[src/rtl/timer_pkg.sv]
`default_nettype none

package timer_pkg;

   // data path and counter width
   localparam int DATA_W = 32;

   // apb byte address width, registers sit on word boundaries
   localparam int ADDR_W = 5;

   // register map, byte offsets
   typedef enum logic [ADDR_W-1:0] {
      REG_CTRL  = 5'h00,
      REG_PRESC = 5'h04,
      REG_ARR   = 5'h08,
      REG_CNT   = 5'h0C,
      REG_STAT  = 5'h10
   } reg_addr_e;

   // control word fields
   localparam int CTRL_EN_BIT = 0;
   localparam int CTRL_IE_BIT = 1;

   // status word fields
   // run mirrors the enable bit
   localparam int STAT_RUN_BIT = 0;
   // sticky overflow, write one to clear
   localparam int STAT_OVF_BIT = 1;

endpackage

`default_nettype wire

[src/rtl/timer_counter.sv]
`timescale 1ns/1ps
`default_nettype none

module timer_counter
   (
   input  wire logic                          clk,
   input  wire logic                          io_clk,
   // one pulse per prescaler period, already qualified by enable
   input  wire logic                          tick,
   // software load
   input  wire logic                          cnt_load,
   input  wire logic [timer_pkg::DATA_W-1:0]  load_val,
   // auto-reload limit
   input  wire logic [timer_pkg::DATA_W-1:0]  arr,
   output logic      [timer_pkg::DATA_W-1:0]  count,
   output logic                               match
   );

   // count sits on the reload limit
   logic at_arr;

   // value for the next edge
   logic [timer_pkg::DATA_W-1:0] count_nxt;

   assign at_arr = (count == arr);

   // wrap pulse, comes from the compare ahead of the edge
   // a load in the same cycle overrides the wrap
   assign match = tick & at_arr & ~cnt_load;

   // next count selection
   // load first, then wrap or increment on tick
   always_comb
   begin
      count_nxt = count;
      if (cnt_load)
      begin
         count_nxt = load_val;
      end
      else if (tick)
      begin
         if (at_arr)
         begin
            count_nxt = '0;
         end
         else
         begin
            count_nxt = count + 1'b1;
         end
      end
   end

   // timer value register
   always_ff @(posedge clk or posedge io_clk)
   begin
      if (io_clk)
      begin
         count <= '0;
      end
      else
      begin
         count <= count_nxt;
      end
   end

endmodule

`default_nettype wire

[src/rtl/timer_prescaler.sv]
`timescale 1ns/1ps
`default_nettype none

module timer_prescaler
   (
   input  wire logic                          clk,
   input  wire logic                          io_clk,
   input  wire logic                          cnt_en,
   input  wire logic                          cnt_load,
   input  wire logic [timer_pkg::DATA_W-1:0]  presc,
   output logic                               tick
   );

   // cycles left until the next tick
   logic [timer_pkg::DATA_W-1:0] div;

   // divider is held at presc while idle or on a load
   // so the first tick comes presc+1 cycles later
   always_ff @(posedge clk or posedge io_clk)
   begin
      if (io_clk)
      begin
         div  <= '0;
         tick <= 1'b0;
      end
      else if (!cnt_en || cnt_load)
      begin
         // restart a full period
         div  <= presc;
         tick <= 1'b0;
      end
      else if (div == '0)
      begin
         // period done, reload and fire
         div  <= presc;
         tick <= 1'b1;
      end
      else
      begin
         div  <= div - 1'b1;
         tick <= 1'b0;
      end
   end

endmodule

`default_nettype wire

[src/rtl/timer_regs.sv]
`timescale 1ns/1ps
`default_nettype none

module timer_regs
   (
   input  wire logic                          clk,
   input  wire logic                          io_clk,
   // apb slave side
   input  wire logic                          psel,
   input  wire logic                          penable,
   input  wire logic                          pwrite,
   input  wire logic [timer_pkg::ADDR_W-1:0]  paddr,
   input  wire logic [timer_pkg::DATA_W-1:0]  pwdata,
   output logic      [timer_pkg::DATA_W-1:0]  prdata,
   output logic                               pslverr,
   // from the counter
   input  wire logic [timer_pkg::DATA_W-1:0]  count,
   input  wire logic                          match,
   // to prescaler and counter
   output logic                               cnt_en,
   output logic      [timer_pkg::DATA_W-1:0]  presc,
   output logic      [timer_pkg::DATA_W-1:0]  arr,
   output logic                               cnt_load,
   output logic      [timer_pkg::DATA_W-1:0]  load_val,
   // interrupt line
   output logic                               irq
   );

   // access phase qualifiers
   logic access;
   logic wr_acc;
   logic rd_acc;

   // decoded register hits
   logic addr_hit;
   logic wr_ctrl;
   logic wr_presc;
   logic wr_arr;
   logic wr_stat;

   // interrupt enable, the only control bit not exported
   logic irq_en;

   // sticky overflow flag
   logic ovf;

   // read mux result before the access qualifier
   logic [timer_pkg::DATA_W-1:0] rd_word;

   // ovf clear request from software
   logic ovf_clr;

   // second cycle of an apb transfer
   assign access = psel & penable;
   assign wr_acc = access & pwrite;
   assign rd_acc = access & ~pwrite;

   // address decode and read data selection
   always_comb
   begin
      addr_hit = 1'b1;
      rd_word  = '0;
      case (paddr)
         timer_pkg::REG_CTRL:
         begin
            rd_word[timer_pkg::CTRL_EN_BIT] = cnt_en;
            rd_word[timer_pkg::CTRL_IE_BIT] = irq_en;
         end
         timer_pkg::REG_PRESC:
         begin
            rd_word = presc;
         end
         timer_pkg::REG_ARR:
         begin
            rd_word = arr;
         end
         timer_pkg::REG_CNT:
         begin
            // live value straight from the counter
            rd_word = count;
         end
         timer_pkg::REG_STAT:
         begin
            rd_word[timer_pkg::STAT_RUN_BIT] = cnt_en;
            rd_word[timer_pkg::STAT_OVF_BIT] = ovf;
         end
         default:
         begin
            // unmapped offset
            addr_hit = 1'b0;
         end
      endcase
   end

   // per register write strobes, only on mapped offsets
   assign wr_ctrl  = wr_acc & (paddr == timer_pkg::REG_CTRL);
   assign wr_presc = wr_acc & (paddr == timer_pkg::REG_PRESC);
   assign wr_arr   = wr_acc & (paddr == timer_pkg::REG_ARR);
   assign wr_stat  = wr_acc & (paddr == timer_pkg::REG_STAT);

   // direct counter load, lands at the edge ending the access
   assign cnt_load = wr_acc & (paddr == timer_pkg::REG_CNT);
   assign load_val = pwdata;

   // read data only while the access cycle is up
   assign prdata  = rd_acc ? rd_word : '0;

   // error for any access to a hole in the map
   assign pslverr = access & ~addr_hit;

   // control, prescaler and reload registers
   always_ff @(posedge clk or posedge io_clk)
   begin
      if (io_clk)
      begin
         cnt_en <= 1'b0;
         irq_en <= 1'b0;
         presc  <= '0;
         arr    <= '0;
      end
      else
      begin
         if (wr_ctrl)
         begin
            cnt_en <= pwdata[timer_pkg::CTRL_EN_BIT];
            irq_en <= pwdata[timer_pkg::CTRL_IE_BIT];
         end
         if (wr_presc)
         begin
            presc <= pwdata;
         end
         if (wr_arr)
         begin
            arr <= pwdata;
         end
      end
   end

   // write one to the ovf bit of status
   assign ovf_clr = wr_stat & pwdata[timer_pkg::STAT_OVF_BIT];

   // overflow flag
   // a match in the same cycle beats the clear
   always_ff @(posedge clk or posedge io_clk)
   begin
      if (io_clk)
      begin
         ovf <= 1'b0;
      end
      else if (match)
      begin
         ovf <= 1'b1;
      end
      else if (ovf_clr)
      begin
         ovf <= 1'b0;
      end
   end

   // level interrupt, follows the flag when enabled
   assign irq = ovf & irq_en;

endmodule

`default_nettype wire

[src/rtl/timer_top.sv]
`timescale 1ns/1ps
`default_nettype none

module timer_top
   (
   input  wire logic                          clk,
   // active high async reset
   input  wire logic                          io_clk,
   // apb slave port
   input  wire logic                          psel,
   input  wire logic                          penable,
   input  wire logic                          pwrite,
   input  wire logic [timer_pkg::ADDR_W-1:0]  paddr,
   input  wire logic [timer_pkg::DATA_W-1:0]  pwdata,
   output logic      [timer_pkg::DATA_W-1:0]  prdata,
   output logic                               pready,
   output logic                               pslverr,
   // interrupt and live counter value
   output logic                               irq,
   output logic      [timer_pkg::DATA_W-1:0]  count
   );

   // register block controls
   logic                         cnt_en;
   logic [timer_pkg::DATA_W-1:0] presc;
   logic [timer_pkg::DATA_W-1:0] arr;
   logic                         cnt_load;
   logic [timer_pkg::DATA_W-1:0] load_val;

   // prescaler to counter
   logic tick;

   // counter back to the register block
   logic match;

   // no wait states
   assign pready = 1'b1;

   timer_regs u_regs
      (
      .clk      (clk),
      .io_clk   (io_clk),
      .psel     (psel),
      .penable  (penable),
      .pwrite   (pwrite),
      .paddr    (paddr),
      .pwdata   (pwdata),
      .prdata   (prdata),
      .pslverr  (pslverr),
      .count    (count),
      .match    (match),
      .cnt_en   (cnt_en),
      .presc    (presc),
      .arr      (arr),
      .cnt_load (cnt_load),
      .load_val (load_val),
      .irq      (irq)
      );

   timer_prescaler u_presc
      (
      .clk      (clk),
      .io_clk   (io_clk),
      .cnt_en   (cnt_en),
      .cnt_load (cnt_load),
      .presc    (presc),
      .tick     (tick)
      );

   timer_counter u_counter
      (
      .clk      (clk),
      .io_clk   (io_clk),
      .tick     (tick),
      .cnt_load (cnt_load),
      .load_val (load_val),
      .arr      (arr),
      .count    (count),
      .match    (match)
      );

endmodule

`default_nettype wire

[config.mk]
export PLATFORM = sky130hd
export DESIGN_NAME = timer_top
export DESIGN_NICKNAME = d
export VERILOG_FILES = /design/src/rtl/timer_pkg.sv /design/src/rtl/timer_counter.sv /design/src/rtl/timer_prescaler.sv /design/src/rtl/timer_regs.sv /design/src/rtl/timer_top.sv
export SDC_FILE = /design/constraint.sdc
export NUM_CORES = 1
export LEC_CHECK = 0
export BUFFER_PORTS_ARGS = -buffer_cell sky130_fd_sc_hd__clkbuf_2
export CORE_MARGIN = 2
export CORE_UTILIZATION = 40
export DETAILED_ROUTE_END_ITERATION = 6
export PLACE_DENSITY = 0.71
export SETUP_SLACK_MARGIN = 0.5
export SYNTH_ARGS = -nofsm -noshare
export SYNTH_HDL_FRONTEND = slang
export SYNTH_SLANG_ARGS = --single-unit
[constraint.sdc]
create_clock -name clk -period 7.3 [get_ports clk]
set_input_delay 0.73 -clock clk [delete_from_list [all_inputs] [get_ports clk]]
set_output_delay 0.73 -clock clk [all_outputs]
set_load 0.005 [all_outputs]
### Word-level counts from Yosys, hierarchy flattened

Cells that the tools add are included.

* $lt $le $gt $ge: 0
* reduce and logical (&&, ||, !) cells: 7
* eq/ne operators: 5
* mux-type cells: 13
* add/sub/neg operators: 2
* $mul: 0
* bitwise logic cells: 16
* div/mod/pow operators: 0
* shift operators: 0

Operator list (count)
* $mux 32: 6
* $pmux 30 s3: 1
* $add 32x1->32 const B: 1
* $eq 32x32->1: 1
* $logic_not 32->1: 1
* $sub 32x1->32 const B: 1
* $and 1x1->1: 13
* $eq 5x4->1 const B: 2
* $pmux 2 s5: 1
* $eq 5x3->1 const B: 1
* $eq 5x5->1 const B: 1
* $logic_not 5->1: 1
* $mux 1: 5
* $reduce_or 5->1: 1
* $reduce_bool 2->1: 2
* $not 1->1: 3
* $logic_not 1->1: 1
* $logic_or 1x1->1: 1

* word-level logic and storage cells: 51
* input port bits: 42
* memories: 0
* bits in latches: 0
* register bits: 132
* RAM bits: 0
* ROM bits: 0
* output and inout port bits: 67

### Longest topological paths before layout

Gate-level depths: netlist (run 1).

* depth after elaboration: 6
* mapped depth: 9
* depth with buffers taken out: 7

### Hierarchy

A second synthesis (run 1) with hierarchy kept.

* cell total of the unflattened synthesis: 826
* area, all modules: 8115.3 um^2

Modules (own cells, without submodules)
* timer_regs: times used 1, area each 3702.3 um^2, cells an instance 311, seq. area each 1676.6 um^2
* timer_counter: times used 1, area each 2558.7 um^2, cells an instance 318, seq. area each 800.8 um^2
* timer_prescaler: times used 1, area each 1843.0 um^2, cells an instance 195, seq. area each 825.8 um^2
* timer_top: times used 1, area each 11.3 um^2, cells an instance 2, seq. area each 0.0 um^2

### Least setup slack after synthesis (run 1)

Ideal clock, no wire load.

* path type: register to register
* start point: register u_presc.div[11] (netlist name)
* end point: register u_presc.div[23] (netlist name)
* setup time: 0.123 ns
* arrival time: 2.647 ns
* path slack: 4.530 ns
* period minus slack after synthesis: 2.770 ns
* cell stages (with the launch flop): 10
* data required time: 7.177 ns
* buffers on the path: 3
* cells stage by stage: dfrtp_1 or4_1 buf_2 or4b_4 or4_1 nor2b_1 buf_2 clkbuf_1 nor2_1 a21oi_2

* cells in the longest elaborated chain, start to end: 3
* elaborated cells between the ends (all ways): 4
* those cells by class: add/sub: 1; mux: 2; reduce/logical: 1

Ends and longest elaborated chain
* from (decl): line timer_prescaler.sv:15 `logic [timer_pkg::DATA_W-1:0] div;`
* from (signal assigned): line timer_prescaler.sv:29 `div <= presc;`
* from (signal assigned): line timer_prescaler.sv:35 `div <= presc;`
* from (signal assigned): line timer_prescaler.sv:40 `div <= div - 1'b1;`
* $sub 32x1->32 or $logic_not 32->1 (tied branches): line timer_prescaler.sv:40, timer_prescaler.sv:32
* $mux 32 *: line timer_prescaler.sv:32 `else if (div == '0)`
* $mux 32 *: line timer_prescaler.sv:26 `else if (!cnt_en || cnt_load)`

Every way passes the cells marked *; elsewhere a longest branch is shown, timed or not.
A chain may end at the register's enable or synchronous reset.

### Final worst setup path (run 1)

* start point: input port paddr[2] (netlist name)
* end point: output port prdata[31] (netlist name)

* cells in the longest elaborated chain, start to end: 3
* elaborated cells between the ends (all ways): 5
* those cells by class: eq/ne: 3; mux: 2

Ends and longest elaborated chain
* from (decl): line timer_top.sv:13 `input wire logic [timer_pkg::ADDR_W-1:0] paddr,`
* $eq 5x4->1 or $eq 5x3->1 (tied branches): line timer_regs.sv:63 `case (paddr)`
* $pmux 30 s3 *: line timer_regs.sv:63
* $mux 32 *: line timer_regs.sv:106 `assign prdata = rd_acc ? rd_word : '0;`
* to (decl): line timer_top.sv:15 `output logic [timer_pkg::DATA_W-1:0] prdata,`

Marked as above.

==> impl_metrics.yaml, run 1 <==
outcome:
  status: "complete, no violations"
logic_synthesis:
  synth_most_common_cell: "dfrtp_1"
  syn-instance-count: 752
  netlist.area_leader.share: 0.443
  synth_area_leaders: "dfrtp_1 (44%), mux2_2 (15%), xor2_1 (5.3%)"
  synth_edf_count: 0
  yosys.cell_types.count: 53
  synth.avg_cell_area_sq_um: 9.92
  async_flop_share: 1.00
  yosys_warnings: 0
  yosysSeqAreaShare: 0.443
  synth_common_cells: "dfrtp_1 (132), mux2_2 (97), nor2_1 (95), nand2_1 (45), xor2_1 (45)"
  syn_area_sq_um: 7460
  synth_top_area_cell: "dfrtp_1"
  ys_seq_elements: 132
  syn_nets: 797
  ys.flop_type: "dfrtp_1"
detailed_routing:
  drt_wl_total_mm: 21.4
  wl_per_cell_um: 19.8
  drt-initial-drc-count: 518
  vias: 6217
  antenna_left: 0
  vias_per_cell: 5.74
  first_pass_iters: 5
  drc: 0
cts:
  cts.clk_slew.worst_paths_ns: 0.06
  ctsResizeCount: 0
  cts_setup_buffers: 0
  h-tree-depth: 4
  clkSinkCount: 132
  postCtsHoldBufs: 0
  cts_tree: "built"
  clk_path_buf_depth: 2
  cts_buffers: 17
  cts-root-buf: "clkbuf_16"
  insertion_delay_ns: 0.42
place:
  placed_area_sq_um: 8190
  place_congestion: 0.843
  numPortBuffers: 107
  hpwlAfterDp_mm: 14.8
grt:
  antenna_found_initial: 0
  grt-ovfl-total: 0
  grt_max_degree: 79
  grtUsageTotal: 0.221
  grt_pass1_vias: 6102
  grt_pass1_wl_mm: 34.2
timing:
  worstMarginPinSlew_ns: 1.09
  relSlewSlack: 0.268
  skew_ns: 0.00840
  fin_tns_setup_ns: 0
  rsz0062_at_grt: "false"
  min_period_over_period: 0.455
  timing.fmax_mhz: 301
  min_period_ns: 3.32
  drv_slew: 0
  finalSetupViolCount: 0
  hold_viol: 0
critical_path:
  cpMostUsedCell: "nor2_1"
  worstPathRequired_ns: 6.57
  path_buf_inv: 4
  path_class: "in -> out"
  start_kind: "input pin"
  critical_path.max_fanout: 40
  cp-end-kind: "output pin"
  crit_chain: "clkbuf_2 -> buf_4 -> nor2_1 -> nor2_1 -> nand2_1 -> buf_4 -> nor2_1 -> clkbuf_2"
  cp.arrival_ns: 2.59
  cpMaxStageDelayCell: "buf_4"
  critPathTopFamily: "buffers and inverters"
  max_stage_delay_ns: 0.45
power_and_ir_drop:
  ir_drop_v: 0.000196
  clkPwrFrac: 0.410
  pwr-share-seq: 0.409
  p_leak_nw: 4.03
  p_sw_frac: 0.293
  pwr-share-comb: 0.181
  cellPowerDensity_nw_per_um2: 248
  p_sw_uw: 640
  internal-power_mw: 1.55
cells_and_area:
  layout.nets: 886
  multi_input_area_sq_um: 3940
  antennaDiodeCount: 0
  finalInstanceArea_sq_um: 8810
  fillers: 1728
  area_delta_synth_final_pct: 18.1
  fin_util: 0.485
  final-seq-area_sq_um: 3300
  drive_above_1_share: 0.301
die:
  core_area_sq_um: 18100
  fp.dieH_um: 141
  die_area_sq_um: 19800
  dieWidth_um: 141
  rows: 49
  pin_count: 109
  start_util: 0.411
flow_run:
  max-cap-violations: 0
min_path:
  holdCritPathClass: "in -> async"
[cell type report]
cell class,instances,share of cell area
clock inverter,12,0.0173
clock buffer,20,0.0530
tap,229,0.0325
inverter,11,0.00497
multi-input combinational,561,0.447
sequential,132,0.375
timing repair buffer,118,0.0702
[layer usage]
| metal | global-route usage | routed length, um | up-vias |
|---|---|---|---|
| li1 | - | - | 2873 |
| met1 | 0.304 | 9700 | 3140 |
| met2 | 0.360 | 10300 | 187 |
| met3 | 0.0496 | 1140 | 17 |
| met4 | 0.0500 | 255 | 0 |
| met5 | 0 | 0 | - |
[layout by cell type (no fill, tap or decap), types with 2 or more instances in the layout]
master      Yosys  final
o31ai_1        20     20
a22oi_1        30     30
o22a_1          4      4
nor4_1         21     21
o21a_1          2      2
ha_1            3      3
a31oi_1         4      4
inv_1          10      9
dfrtp_1       132    132
xnor2_1        32     32
nor4b_1         2      2
clkinvlp_4      0      4
clkbuf_16       0     17
mux2i_1         6      6
nand4_1         9      9
or2_2           3      3
mux2_2         97     97
and4_1          5      5
nand2_1        45     45
clkinv_2        0      3
or3_1          10     10
nor3_1         14     13
bufinv_16       0      3
o22ai_1         3      3
buf_4           1     11
or4_1           7      7
o21ai_0        16     16
a21oi_1        43     43
o211ai_1        2      2
nor2_1         95     95
nand2b_1        4      4
nor2b_1         5      3
nand3_1        10     10
clkbuf_8        0      3
clkbuf_2        0    107
xor2_1         45     45
and2_1          6      6
[cell families after synthesis]
| kind of cell | after synthesis | share of synthesized area |
|---|---|---|
| other | 1 | 0.000503 |
| buffers and inverters | 59 | 0.0314 |
| xor gates and xnor gates | 77 | 0.0904 |
| muxes | 104 | 0.156 |
| AOI/OAI and AO/OA | 134 | 0.116 |
| adders and majority gates | 3 | 0.00503 |
| and+or+nand+nor | 242 | 0.158 |
| DFF | 132 | 0.443 |
[state kept, by name (all words and copies together), names as in the netlist]
| signal | flops |
|---|---|
| u_regs.arr | 32 |
| u_presc.div | 32 |
| u_regs.irq_en | 1 |
| u_regs.presc | 32 |
| u_counter.count | 32 |
| u_regs.cnt_en | 1 |
| u_presc.tick | 1 |
| u_regs.ovf | 1 |
[power by group through the flow]
| stage | registers [mW] | clock network [mW] | logic (mW) |
|---|---|---|---|
| 4_1_cts | 0.893 | 0.905 | 0.395 |
| 5_1_grt | 0.906 | 0.938 | 0.436 |
| 6_report | 0.895 | 0.896 | 0.395 |
| 3_3_place_gp | 0.902 | 0 | 0.386 |
| 2_1_floorplan | 0.881 | 0 | 0.284 |
| 3_5_place_dp | 0.904 | 0 | 0.391 |
[per-stage QoR]
step | power, mW | worst slack (ns) | std cells | hold WS [ns]
after CTS | 2.19 | 3.94 | 1083 | 0.432
after global routing | 2.28 | 3.81 | 1083 | 0.468
after detailed placement | 1.30 | 3.79 | 1051 | 0.521
after floorplan | 1.17 | 3.04 | 752 | 0.475
final | 2.19 | 3.98 | 1083 | 0.414
after global placement | 1.29 | 3.86 | 1051 | 0.508
[final timing paths]
path	cells after the start	slack (ns)	end	from
min reg2reg	1	0.54	u_presc.div[0]	u_regs.presc[0]
max in group asynchronous	3	5.42	u_regs.presc[13]	io_clk
max	8	3.98	prdata[31]	paddr[2]
min	2	0.41	u_regs.irq_en	io_clk
max reg2reg	6	4.17	u_presc.div[0]	u_presc.div[11]
min in group clk	1	0.54	u_presc.div[0]	u_regs.presc[0]
Power figures use the tool's default switching activity.
==> run 2, diff against run 1 <==
Clock period 7.3 ns to 3.3 ns, I/O delays scaled along.
==> run 2 against run 1 <==
  * First-iteration DRC count increased by 7.7%
  * Worst setup slack got worse by 3.5 ns
  * Clock power increased by 120%
  * Largest cell class unchanged
  * Via count increased by 2.3%
  * Register-to-register slack got worse by 3.6 ns
  * Global-route usage increased by 0.47 points
  * Routed wire length increased by 3.4%
  * Final area increased by 3.0%
  * Count of clock-buffer cells in the layout increased by 1
  * Non-clock buffer count increased by 22
  * Critical endpoint is now u_presc.div[23]
  * Power increased by 120%
==> impl_metrics.yaml, run 2 (synthesized netlist as in run 1, its figures left out) <==
grt:
  grtUsageTotal: 0.226
  grt_max_degree: 69
  grt_pass1_vias: 6148
  antenna_found_initial: 0
  grt_pass1_wl_mm: 34.6
  grt-ovfl-total: 0
cells_and_area:
  finalInstanceArea_sq_um: 9070
  layout_common_cells: "dfrtp_1 (132), clkbuf_2 (107), mux2_2 (97), nor2_1 (95), nand2_1 (45)"
  layout.nets: 910
  area_delta_synth_final_pct: 21.6
  antennaDiodeCount: 0
  layout_commonest_cell: "dfrtp_1"
  drive_above_1_share: 0.327
critical_path:
  cpMaxStageDelayCell: "or4_4"
  cp.arrival_ns: 3.06
  path_class: "reg -> reg"
  crit_chain: "or4_4 -> or4b_4 -> or3_4 -> or4_4 -> xor2_2 -> a21oi_2"
  critical_path.max_fanout: 4
  critPathTopFamily: "simple AND/OR/NAND/NOR gates"
  cpMostUsedCell: "or4_4"
  path_buf_inv: 0
  cp-end-kind: "flop"
  worstPathRequired_ns: 3.59
  start_kind: "flop"
  max_stage_delay_ns: 0.55
detailed_routing:
  drc: 0
  first_pass_iters: 5
  wl_per_cell_um: 20.0
  vias: 6357
  drt_wl_total_mm: 22.2
  vias_per_cell: 5.75
  drt-initial-drc-count: 558
  antenna_left: 0
power_and_ir_drop:
  pwr-share-seq: 0.406
  internal-power_mw: 3.47
  pwr-share-comb: 0.197
  ir_drop_v: 0.000302
  clkPwrFrac: 0.397
  p_leak_nw: 4.18
  p_sw_frac: 0.290
  p_sw_mw: 1.42
  cellPowerDensity_nw_per_um2: 539
timing:
  rsz0062_at_grt: "true"
  timing.fmax_mhz: 360
  min_period_over_period: 0.841
  finalSetupViolCount: 0
  drv_slew: 0
  min_period_ns: 2.78
  fin_tns_setup_ns: 0
  hold_viol: 0
  worstMarginPinSlew_ns: 0.804
  skew_ns: 0.00681
  relSlewSlack: 0.463
cts:
  cts-root-buf: "clkbuf_16"
  clkSinkCount: 132
  clk_path_buf_depth: 2
  cts.clk_slew.worst_paths_ns: 0.06
  h-tree-depth: 4
  postCtsHoldBufs: 0
  insertion_delay_ns: 0.43
  cts_buffers: 17
  cts_tree: "built"
flow_run:
  max-cap-violations: 0
place:
  numPortBuffers: 107
  placed_area_sq_um: 8300
  place_congestion: 0.926
  hpwlAfterDp_mm: 15.4
die:
  rows: 49
  core_area_sq_um: 18100
  start_util: 0.411
  die_area_sq_um: 19800
  fp.dieH_um: 141
  pin_count: 109
  dieWidth_um: 141
min_path:
  holdCritPathClass: "in -> async"
outcome:
  status: "complete, no violations"
-- run 2: cell count changes in the layout (fill, tap and decap cells not counted), moves of 2 or more --
cell | before | now
buf_4 | 11 | 28
buf_12 | 0 | 4
or4_1 | 7 | 3
or4_4 | 0 | 4
clkinv_2 | 3 | 5
nor4_1 | 21 | 19
nor4_2 | 0 | 2
-- run 2: cell type report --
cell class / instances / area (sq um)
tap: 229 / 287
sequential: 132 / 3300
fill: 1672 / 9070
timing repair buffer: 140 / 837
clock buffer: 21 / 470
clock inverter: 10 / 130
multi-input combinational: 563 / 4000
inverter: 11 / 45.0
-- run 2: worst paths after layout --
path / endpoint / depth (start not counted) / from / slack [ns]
min: u_regs.cnt_en / 2 / io_clk / 0.03
max: u_presc.div[23] / 6 / u_presc.div[10] / 0.52
min in group clk: u_counter.count[11] / 3 / pwdata[11] / 0.14
max in group asynchronous: u_regs.presc[23] / 3 / io_clk / 2.37
max reg2reg: u_presc.div[23] / 6 / u_presc.div[10] / 0.52
min reg2reg: u_regs.cnt_en / 1 / u_regs.cnt_en / 0.53
-- run 2: metrics by stage --
stage	hold slack [ns]	utilization	instances	worst slack, ns	power, mW
finish	0.0340	0.500	1106	0.524	4.89
global route	0.0810	0.500	1106	0.488	5.08
CTS	0.0636	0.492	1097	0.514	4.82
detailed placement	0.511	0.457	1064	0.364	2.88
global placement	0.505	0.457	1064	0.423	2.86
floorplan	0.445	-	752	0.530	2.58
-- run 2: timing repair --
action,4_1_cts,5_1_grt
pin swaps,0,4
setup buffers,0,9
cloned,2,0
resized for setup,3,7
setup endpoints to repair,10,24
-- run 2: layer usage --
metal | global-route usage | wire (um) | vias to the layer above | part of all wire
li1 | - | - | 2911 | -
met1 | 0.304 | 9750 | 3195 | 0.44
met2 | 0.355 | 10500 | 211 | 0.47
met3 | 0.0509 | 1240 | 40 | 0.056
met4 | 0.0921 | 647 | 0 | 0.029
met5 | 0 | 0 | - | 0
-- run 2: power by group through the flow --
stage / Sequential (mW) / Clock [mW] / Combinational [mW]
4_1_cts: 1.98 / 1.94 / 0.901
2_1_floorplan: 1.95 / 0 / 0.629
3_3_place_gp: 2.00 / 0 / 0.865
6_report: 1.98 / 1.94 / 0.964
3_5_place_dp: 2.00 / 0 / 0.878
5_1_grt: 2.01 / 2.02 / 1.06
